<file path="src/rtl/ppu_pkg.sv">
package ppu_pkg;

   ////////////////////////////////////////
   // Types
   ////////////////////////////////////////

   typedef logic [15:0] bus_addr_t;
   typedef logic [7:0]  byte_t;
   typedef logic [12:0] vram_addr_t;
   typedef logic [8:0]  dot_t;
   typedef logic [7:0]  line_t;
   typedef logic [7:0]  pixel_x_t;
   typedef logic [1:0]  color_t;

   // Encoded exactly as the STAT mode field
   typedef enum logic [1:0] {
      MODE_HBLANK   = 2'd0,
      MODE_VBLANK   = 2'd1,
      MODE_OAM      = 2'd2,
      MODE_TRANSFER = 2'd3
   } lcd_mode_t;

   // Background fetcher states
   typedef enum logic [2:0] {
      FETCH_IDLE,
      FETCH_MAP,
      FETCH_INDEX,
      FETCH_LOW,
      FETCH_PIXELS
   } fetch_state_t;

   ////////////////////////////////////////
   // Timing
   ////////////////////////////////////////

   localparam int DOT_DIVIDE      = 8;
   localparam int DOTS_PER_LINE   = 456;
   localparam int LINES_PER_FRAME = 154;
   localparam int VISIBLE_LINES   = 144;
   localparam int VISIBLE_WIDTH   = 160;
   localparam int OAM_DOTS        = 80;
   localparam int TRANSFER_DOTS   = 172;
   // One extra column covers a partial tile under fine scroll
   localparam int TILES_PER_LINE  = 21;

   ////////////////////////////////////////
   // Address map
   ////////////////////////////////////////

   localparam bus_addr_t VRAM_BASE  = 16'h8000;
   localparam bus_addr_t VRAM_LIMIT = 16'hA000;

   localparam bus_addr_t REG_LCDC = 16'hFF40;
   localparam bus_addr_t REG_STAT = 16'hFF41;
   localparam bus_addr_t REG_SCY  = 16'hFF42;
   localparam bus_addr_t REG_SCX  = 16'hFF43;
   localparam bus_addr_t REG_LY   = 16'hFF44;
   localparam bus_addr_t REG_LYC  = 16'hFF45;
   localparam bus_addr_t REG_BGP  = 16'hFF47;

   // Offsets inside VRAM
   localparam vram_addr_t MAP_BASE_LOW     = 13'h1800;
   localparam vram_addr_t MAP_BASE_HIGH    = 13'h1C00;
   localparam vram_addr_t DATA_BASE_SIGNED = 13'h1000;

endpackage
</file>
<file path="src/rtl/pixel_streamer.sv">
`timescale 1ns/1ps

module pixel_streamer import ppu_pkg::*; (
   input  logic     clock,
   input  logic     reset,
   input  logic     start,
   input  logic     abort,
   input  line_t    line,
   input  byte_t    bgp,
   input  logic     buf_we,
   input  pixel_x_t buf_addr,
   input  color_t   buf_color,
   input  logic     pixel_ready,
   output logic     pixel_valid,
   output color_t   pixel_shade,
   output pixel_x_t pixel_x,
   output line_t    pixel_y
);

   // Colour indices for one line
   color_t   line_buf [VISIBLE_WIDTH];
   logic     active;
   pixel_x_t rd_ptr;
   // Read stage ahead of the output register
   logic     rd_valid;
   color_t   rd_color;
   pixel_x_t rd_x;
   line_t    cur_line;
   logic     out_load;
   logic     issue;

   always_ff @(posedge clock) begin
      if (buf_we) begin
         line_buf[buf_addr] <= buf_color;
      end
   end

   // Output free or being taken this cycle
   assign out_load = !pixel_valid || pixel_ready;
   assign issue    = active && (!rd_valid || out_load);

   ////////////////////////////////////////
   // Read pointer and handshake
   ////////////////////////////////////////

   always_ff @(posedge clock) begin
      if (reset || abort) begin
         active      <= 1'b0;
         rd_ptr      <= '0;
         rd_valid    <= 1'b0;
         pixel_valid <= 1'b0;
      end else begin
         if (start) begin
            active <= 1'b1;
            rd_ptr <= '0;
         end else if (issue) begin
            rd_ptr <= rd_ptr + 1'b1;
            if (rd_ptr == VISIBLE_WIDTH - 1)
               active <= 1'b0;
         end
         if (issue)
            rd_valid <= 1'b1;
         else if (out_load)
            rd_valid <= 1'b0;
         if (out_load)
            pixel_valid <= rd_valid;
      end
   end

   // Payload, palette applied on the way out
   always_ff @(posedge clock) begin
      if (start) begin
         cur_line <= line;
      end
      if (issue) begin
         rd_color <= line_buf[rd_ptr];
         rd_x     <= rd_ptr;
      end
      if (out_load && rd_valid) begin
         pixel_shade <= bgp[{rd_color, 1'b0} +: 2];
         pixel_x     <= rd_x;
         pixel_y     <= cur_line;
      end
   end

endmodule

</file>
<file path="config.mk">
export PLATFORM = sky130hd
export DESIGN_NAME = pixel_streamer
export DESIGN_NICKNAME = d
export VERILOG_FILES = /design/src/rtl/ppu_pkg.sv /design/src/rtl/pixel_streamer.sv
export SDC_FILE = /design/constraint.sdc
export NUM_CORES = 1
export LEC_CHECK = 0
export BUFFER_PORTS_ARGS = -buffer_cell sky130_fd_sc_hd__buf_2
export CAP_MARGIN = 20
export CORE_AREA = 2 2 162 164
export CTS_CLUSTER_SIZE = 30
export DETAILED_ROUTE_END_ITERATION = 10
export DIE_AREA = 0 0 164 166
export HOLD_SLACK_MARGIN = 0.08
export PLACE_DENSITY_LB_ADDON = 0.05
export SYNTH_ARGS = -nofsm -noshare
export SYNTH_HDL_FRONTEND = slang
export SYNTH_SLANG_ARGS = --single-unit
</file>
<file path="constraint.sdc">
create_clock -name clock -period 5.3 [get_ports clock]
set_input_delay 0.53 -clock clock [delete_from_list [all_inputs] [get_ports clock]]
set_output_delay 0.53 -clock clock [all_outputs]
set_load 0.05 [all_outputs]
</file>
# Yosys cells after proc, flatten, opt, wreduce, memory -nomap -nowiden
# Memory sizes are Yosys's and may differ from the RTL's. A register that Yosys moved wholly into a read port is not among the register bits.
# Index checks and enable logic that the tools add are counted.
[classes]
addsub = 1
eq_ne = 1
shift = 1
mux = 7
n_reduce_logical = 12
[op_table]
columns = ["operator", "n"]
rows = [
  ["$add 8x1->8 const B", 1],
  ["$eq 8x8->1 const B", 1],
  ["$shiftx 8x4->2", 1],
  ["$mux 1", 7],
  ["$reduce_bool 2->1", 3],
  ["$logic_or 1x1->1", 3],
  ["$logic_and 1x1->1", 2],
  ["$logic_not 1->1", 2],
  ["$reduce_and 2->1", 1],
  ["$reduce_or 2->1", 1],
]
[word_totals]
reg_bits = 45
ram_bits = 320
wordCells = 32
n_memories = 1
[memory_table]
columns = ["name", "words", "width", "read_ports", "rd_clocked_by_memory_dff", "write_ports", "line_no", "rtl"]
rows = [
  ["line_buf", 160, 2, 1, 1, 1, "pixel_streamer.sv:21", "color_t line_buf [VISIBLE_WIDTH];"],
]

# Depth between registers and ports, before layout
# Gate-level depths: netlist of the first run.
[depth]
depth_word = 6
ltp_mapped = 10
depth_no_buf = 6

# Worst setup path after synthesis of the first run
# No wires, ideal clock.
[synth_timing]
path_type = "register to register"
startpoint = "register pixel_valid"
endpoint = "register active"
arrival_ps = 2316
path_slack_ps = 2869
path_stages_with_launch = 7
path_buffers = 0
period_less_slack_ps = 2431
path_cell_list = "dfxtp_1 nor2b_1 a21boi_2 nand3_1 or4b_2 a21oi_1 nor3_1"
[synth_via]
elab_chain_len = 6
[synth_rtl]
columns = ["item", "line_no", "rtl"]
rows = [
  ["start: declaration", "pixel_streamer.sv:14", "output logic pixel_valid,"],
  ["start signal: assignment", "pixel_streamer.sv:66", "pixel_valid <= rd_valid;"],
  ["$logic_not 1->1", "pixel_streamer.sv:39", "assign out_load = !pixel_valid || pixel_ready;"],
  ["$logic_or 1x1->1", "pixel_streamer.sv:39", ""],
  ["$logic_or 1x1->1", "pixel_streamer.sv:40", "assign issue = active && (!rd_valid || out_load);"],
  ["$logic_and 1x1->1", "pixel_streamer.sv:40", ""],
  ["net issue", "pixel_streamer.sv:30", "logic issue;"],
  ["$reduce_bool 2->1 (no source line)", "n/a", ""],
  ["$reduce_and 2->1 (no source line)", "n/a", ""],
  ["end signal: assignment", "pixel_streamer.sv:48", "active <= 1'b0;"],
  ["end signal: assignment", "pixel_streamer.sv:54", "active <= 1'b1;"],
  ["end signal: assignment", "pixel_streamer.sv:59", "active <= 1'b0;"],
  ["end: declaration", "pixel_streamer.sv:22", "logic active;"],
]
# The timed path passes the listed nets, and every way through them passes these cells.
# A chain may end at the register's enable or synchronous reset.

==> summary.md, run 1 <==
| Metric | Value |
|---|---|
| Post-Synth Simple-Gate Area | 8.49% |
| CP Capture Type | flip-flop |
| Seq/Total Area, Yosys | 73.2% |
| Slowest stage delay, CP | 960 ps |
| Synth top area cells | edfxtp_1 72%, mux4_2 11%, nor2_1 4.5%, mux2i_1 1.5%, dfxtp_1 1.5% |
| Final ANT Viol Nets | 0 |
| CP required | 5540 ps |
| Filler cells | 1774 |
| CTS clk-pin slew, worst paths | 60 ps |
| DIE AREA | 0.0272 mm2 |
| Total CTS buffers | 37 |
| Worst Path Arrival | 3360 ps |
| Post-DP HPWL | 21500 um |
| Initial antenna violation count | 0 |
| RSZ-0062 raised after global routing | no |
| Synth area leader | edfxtp_1 |
| Grt total ovfl | 0 |
| Post-synth top area share | 71.7% |
| NumNets Final | 946 |
| Worst slew pin tran | 1010 ps |
| # diodes | 0 |
| Lkg Pwr | 4.97 nW |
| Post-synth top flop | edfxtp_1 |
| Switching pwr | 1.15 mW |
| Max rail drop VDD | 273 uV |
| Clk root buf | clkbuf_16 |
| Clock tree sinks | 367 |
| Worst setup margin | 2180 ps |
| Max-slew violations | 0 |
| Most common cell on crit path | mux4_2 |
| Vias in the first global route | 8244 |
| Mux cell area share after synthesis | 14.0% |
| WL/cell | 26.2 um |
| Logic pwr share | 2.1% |
| Starting Density | 58.2% |
| Xor/xnor share of the synthesized area | 0.294% |
| Via count of the routed design | 7950 |
| Slew HR | 32.3% |
| Std-Cell Rows | 59 |
| MaxCap Viol Count | 0 |
| Vert. Die Dim | 166 um |
| Sequential Power Share | 53.3% |
| Boundary pin count | 51 |
| FMAX | 320 MHz |
| Synth cell count leaders | 356 x edfxtp_1, 177 x nor2_1, 73 x mux4_2, 28 x clkbuf_1 |
| RD Place Congestion | 0.839 |
| Clk_lat worst skew | 520 ps |
| Setup violations, final | 0 |
| Status | finished clean |
| Total GRT Usage | 25.3% |
| PortBufs | 50 |
| Final Critical Period | 3120 ps |
| CP Cell Sequence | buf_12 > mux4_2 > mux4_2 > mux2i_1 > a221oi_1 |
| DR pass1 iterations | 5 |
| Post-CTS sizing | 0 |
| CP startpoint kind | flip-flop |
| Clk buf depth | 3 |
| Synth cell types | 46 |
| Worst Setup Path Type | reg2reg |
| Int Pwr | 4.86 mW |
| Syn. warnings | 0 |
| Layout cell share with drive strength beyond 1 | 20.6% |
| DRC Markers | 0 |
| Final WL | 33300 um |
| CTS tree | done |
| Clock group share of total power | 44.6% |
| Crit Path Max Fanout | 48 |
| Clk_skew | 5.63 ps |
| Postcts setup bufs | 0 |
| H-tree levels | 2 |
| Hold-fix buffers, CTS | 0 |
| DP Worst Slack | 2090 ps |
| Total power | 6.01 mW |
| Crit-path slowest cell | dfxtp_4 |
| Netlist Area Pre-Place | 0.0149 mm2 |
| Fin. Hold Viols | 0 |
| Worst min path class | in2reg |
| Number of synthesized flops with an enable pin | 356 |
| Net Count, Synth | 900 |
| Die Span X | 164 um |
| Async set-reset flop share out of synthesis | 0% |
| Adder-Cell Fraction of Synth Area | 0.0839% |
| Tcrit/Tclk final | 58.9% |
| Seq cells post-synth | 367 |
| Placed Cells | 1209 |
| Post-Layout Cell Count | 1272 |
| Cells after synthesis | 867 |
| Net Sw Frac | 19.1% |
| Main combinational cell family by area after synthesis | multiplexers |
| Drt initial violations | 882 |
| First-pass GRT wire length | 50500 um |
| Cell area power density | 361 mW/mm2 |
| Compound-Gate Fraction of Synth Area | 1.96% |
| Core Area | 0.0256 mm2 |
| Largest net degree at the start of global routing | 85 |
| Area Growth Syn to Fin | 11.5% |
| Core Util, Final | 64.9% |
| Most common cell in the netlist | edfxtp_1 |
| Vias/cell | 6.25 |
| Avg Inst Size Synth | 17.2 um2 |
| Fin Setup TNS | 0 ps |
-- through the flow --
step	hold slack [ps]	cell area, um2
2_1_floorplan	400	14900
3_3_place_gp	402	15400
5_1_grt	183	16600
3_5_place_dp	405	15400
4_1_cts	180	16600
6_report	192	16600
-- worst max-delay path: cells and delay by family, from the launching register on --
family | cells | cell delay, ps
AOI/OAI and AO/OA | 1 | 140
buffers and inverters | 1 | 360
DFF | 1 | 960
muxes | 3 | 1330
-- power groups by stage --
stage / Combinational (mW) / Clock (mW) / Sequential, mW
CTS: 0.129 / 2.70 / 3.20
global placement: 0.123 / 0 / 3.26
floorplan: 0.0525 / 0 / 3.27
global route: 0.138 / 2.81 / 3.20
detailed placement: 0.128 / 0 / 3.26
finish: 0.129 / 2.68 / 3.20
-- metal layers --
layer / global-route usage, % / wire [um]
met1: 35.0 / 13300
met2: 41.4 / 16600
met3: 4.85 / 2490
met4: 7.67 / 927
met5: 0 / 0
-- final timing paths --
kind | startpoint | end | slack (ps) | cells after the start
worst min-delay path | line[7] | cur_line[7] | 190 | 1
worst min register to register | rd_x[7] | pixel_x[7] | 420 | 0
worst max register to register | rd_ptr[0] | rd_color[0] | 2180 | 5
worst max-delay path | rd_ptr[0] | rd_color[0] | 2180 | 5
-- layout by cell type (no fill, tap or decap), types with 2 or more instances in the layout --
cell and instances:
clkbuf_1 9, xor2_1 4, dfxtp_4 2, and2_1 2, buf_4 11, nand3_1 26
nand4b_1 2, a41oi_1 2, o21ai_0 5, mux2_2 5, nor3_1 9, dfxtp_1 9
edfxtp_1 356, nor2b_1 17, nor2_1 177, a31oi_1 2, bufinv_16 7, a21oi_1 10
clkinv_2 5, mux4_1 6, nor3b_1 2, a22oi_1 15, nand4_1 15, a211oi_1 2
nand2b_1 2, or3_1 4, clkbuf_16 37, mux2i_1 23, mux4_2 73, clkinv_1 3
inv_1 3, nand2_1 26, buf_2 48
-- cell families (layout without fill, tap and decap cells) --
kind of cell / after synthesis / after routing
compound gates: 43 / 43
xor+xnor: 5 / 5
fa+ha+maj: 1 / 1
buf+inv: 56 / 126
flops: 367 / 367
mux: 107 / 107
simple gates: 288 / 288
-- sequential cells by signal, indices dropped and copies added, names as in the netlist --
| signal | cells |
|---|---|
| pixel_shade | 2 |
| pixel_x | 8 |
| rd_ptr | 8 |
| pixel_valid | 1 |
| active | 1 |
| line_buf | 320 |
| rd_color | 2 |
| rd_valid | 1 |
| rd_x | 8 |
| cur_line | 8 |
| pixel_y | 8 |
-- layout make-up --
class / instances / area (um2) / area share, %
Clock buffer: 47 / 973 / 5.86
Tap cell: 335 / 419 / 2.52
Sequential cell: 367 / 10900 / 65.7
Timing Repair Buffer: 60 / 343 / 2.06
Inverter: 3 / 11.3 / 0.0677
Multi-Input combinational cell: 444 / 3700 / 22.3
Clock inverter: 16 / 255 / 1.54
Note: power is estimated with default switching activity, not from simulation.
==> run 2, diff against run 1 <==
--- a/config.mk
+++ b/config.mk
@@ -7,10 +7,10 @@
 export LEC_CHECK = 0
 export BUFFER_PORTS_ARGS = -buffer_cell sky130_fd_sc_hd__buf_2
 export CAP_MARGIN = 20
-export CORE_AREA = 2 2 162 164
+export CORE_AREA = 2 2 167 169
 export CTS_CLUSTER_SIZE = 30
 export DETAILED_ROUTE_END_ITERATION = 10
-export DIE_AREA = 0 0 164 166
+export DIE_AREA = 0 0 169 171
 export HOLD_SLACK_MARGIN = 0.08
 export PLACE_DENSITY_LB_ADDON = 0.05
 export SYNTH_ARGS = -nofsm -noshare
==> constraint.sdc (replaced) <==
create_clock -name clock -period 2.58 [get_ports clock]
set_input_delay 0.258 -clock clock [delete_from_list [all_inputs] [get_ports clock]]
set_output_delay 0.258 -clock clock [all_outputs]
set_load 0.05 [all_outputs]
==> summary.md, run 2 (synthesized netlist as in run 1, its figures left out) <==
| Metric | Value |
|---|---|
| Worst Path Arrival | 2740 ps |
| Biggest register | line_buf |
| CP required | 2810 ps |
| Commonest non-fill, non-tap cell in the layout | edfxtp_1 |
| Die Span X | 169 um |
| WL/cell | 25.2 um |
| Min-Delay Endpoint | pixel_valid |
| CP startpoint | rd_ptr[0] |
| Max rail drop VDD | 507 uV |
| FF-to-FF Start | rd_ptr[0] |
| PortBufs | 50 |
| Vias in the first global route | 8339 |
| Min-delay src | pixel_ready |
| Filler cells | 1953 |
| Clk root buf | clkbuf_16 |
| Largest net degree at the start of global routing | 161 |
| First-pass GRT wire length | 50800 um |
| FF-to-FF path depth | 7 |
| Setup violations, final | 0 |
| Final Critical Period | 2510 ps |
| Crit-path slowest cell | mux4_2 |
| Total CTS buffers | 38 |
| Initial antenna violation count | 0 |
| Fin. Hold Viols | 0 |
| Area post-placement | 0.0158 mm2 |
| Final ANT Viol Nets | 0 |
| DIE AREA | 0.0289 mm2 |
| DRC Markers | 0 |
| CTS clk-pin slew, worst paths | 60 ps |
| Vert. Die Dim | 171 um |
| R2r setup slk | 70 ps |
| CP Cell Sequence | buf_12 > buf_12 > mux4_2 > mux4_2 > mux2i_1 > buf_4 > a221oi_1 |
| Worst slew pin tran | 808 ps |
| Final Cell Area | 0.0172 mm2 |
| Layout cell share with drive strength beyond 1 | 24.2% |
| MaxCap Viol Count | 0 |
| RSZ-0062 raised after global routing | no |
| Std-Cell Rows | 61 |
| Max-slew violations | 0 |
| DP Worst Slack | -138 ps |
| Area Growth Syn to Fin | 15.3% |
| Clk_lat worst skew | 520 ps |
| Placed Cells | 1262 |
| Crit Path Max Fanout | 16 |
| Tcrit/Tclk final | 97.3% |
| Drt initial violations | 987 |
| Post-Layout Cell Count | 1347 |
| Clk buf depth | 3 |
| Slew HR | 46.0% |
| Lkg Pwr | 5.27 nW |
| RD Place Congestion | 0.882 |
| Via count of the routed design | 8151 |
| Clk_skew | 17.2 ps |
| Vias/cell | 6.05 |
| Starting Density | 54.6% |
| Worst min path class | in2reg |
| Cell area power density | 704 mW/mm2 |
| Clock tree sinks | 367 |
| Core Area | 0.0273 mm2 |
| Max reg flops | 320 |
| Hold path cells | 4 |
| Worst r2r dst | rd_color[0] |
| Post-DP HPWL | 22700 um |
| Grt total ovfl | 0 |
| Worst setup margin | 70.3 ps |
| Worst Setup Path Type | reg2reg |
| H-tree levels | 2 |
| Status | finished clean |
| Final WL | 33900 um |
| Core Util, Final | 62.9% |
| Most frequent cells in the layout | 356 x edfxtp_1, 177 x nor2_1, 73 x mux4_2 |
| CP startpoint kind | flip-flop |
| Boundary pin count | 51 |
| DR pass1 iterations | 5 |
| CTS tree | done |
| FMAX | 398 MHz |
| NumNets Final | 1005 |
| Total GRT Usage | 24.1% |
| CP Capture Type | flip-flop |
| Fin Setup TNS | 0 ps |
| Slowest stage delay, CP | 530 ps |
| # diodes | 0 |
## run 2: how the worst max path moves through the flow
stage,slack (ps),cells past startpoint,to
finish,70,7,rd_color[0]
global route,20,7,rd_color[0]
CTS,60,7,rd_color[0]
detailed placement,-140,7,rd_color[0]
global placement,-140,7,rd_color[0]
floorplan,150,6,active
## run 2: metrics by stage
step / power, mW / hold WS (ps)
floorplan: 6.82 / 335
global placement: 6.97 / 404
detailed placement: 6.98 / 405
CTS: 12.2 / 83.2
global route: 12.4 / 110
finish: 12.1 / 101
## run 2: per-layer routing
metal / global-route usage, % / part of all wire [%]
met5: 0 / 0
met4: 7.95 / 2.8
met3: 4.16 / 6.9
met2: 40.0 / 49
met1: 33.1 / 41
## run 2: area by class of cell
| class | instances | area (um2) | area share [%] |
|---|---|---|---|
| tap | 346 | 433 | 2.52 |
| timing repair buffer | 118 | 918 | 5.34 |
| inverter | 3 | 11.3 | 0.0655 |
| clock buffer | 56 | 1080 | 6.30 |
| sequential | 367 | 10900 | 63.5 |
| clock inverter | 13 | 114 | 0.662 |
| multi-input combinational | 444 | 3710 | 21.6 |
## run 2: repair_timing
item | CTS | global route
setup buffers | 5 | 0
resized for setup | 0 | 2
endpoints found under the hold margin | 11 | 0
pin swaps | 0 | 0
hold buffers | 11 | 0
endpoints found under the setup margin | 2 | 1
## run 2: power breakdown
group | switching, mW | internal [mW] | leakage [nW]
registers | 0.00928 | 6.56 | 3.31
logic | 0.214 | 0.0897 | 1.38
clock network | 2.12 | 3.11 | 0.583
total | 2.34 | 9.76 | 5.27
## run 2: worst max-delay path: cells and delay by family, from the launching register on
kind	cells	cell delay, ps
mux	3	1250
buf+inv	3	490
flops	1	400
compound gates	1	60
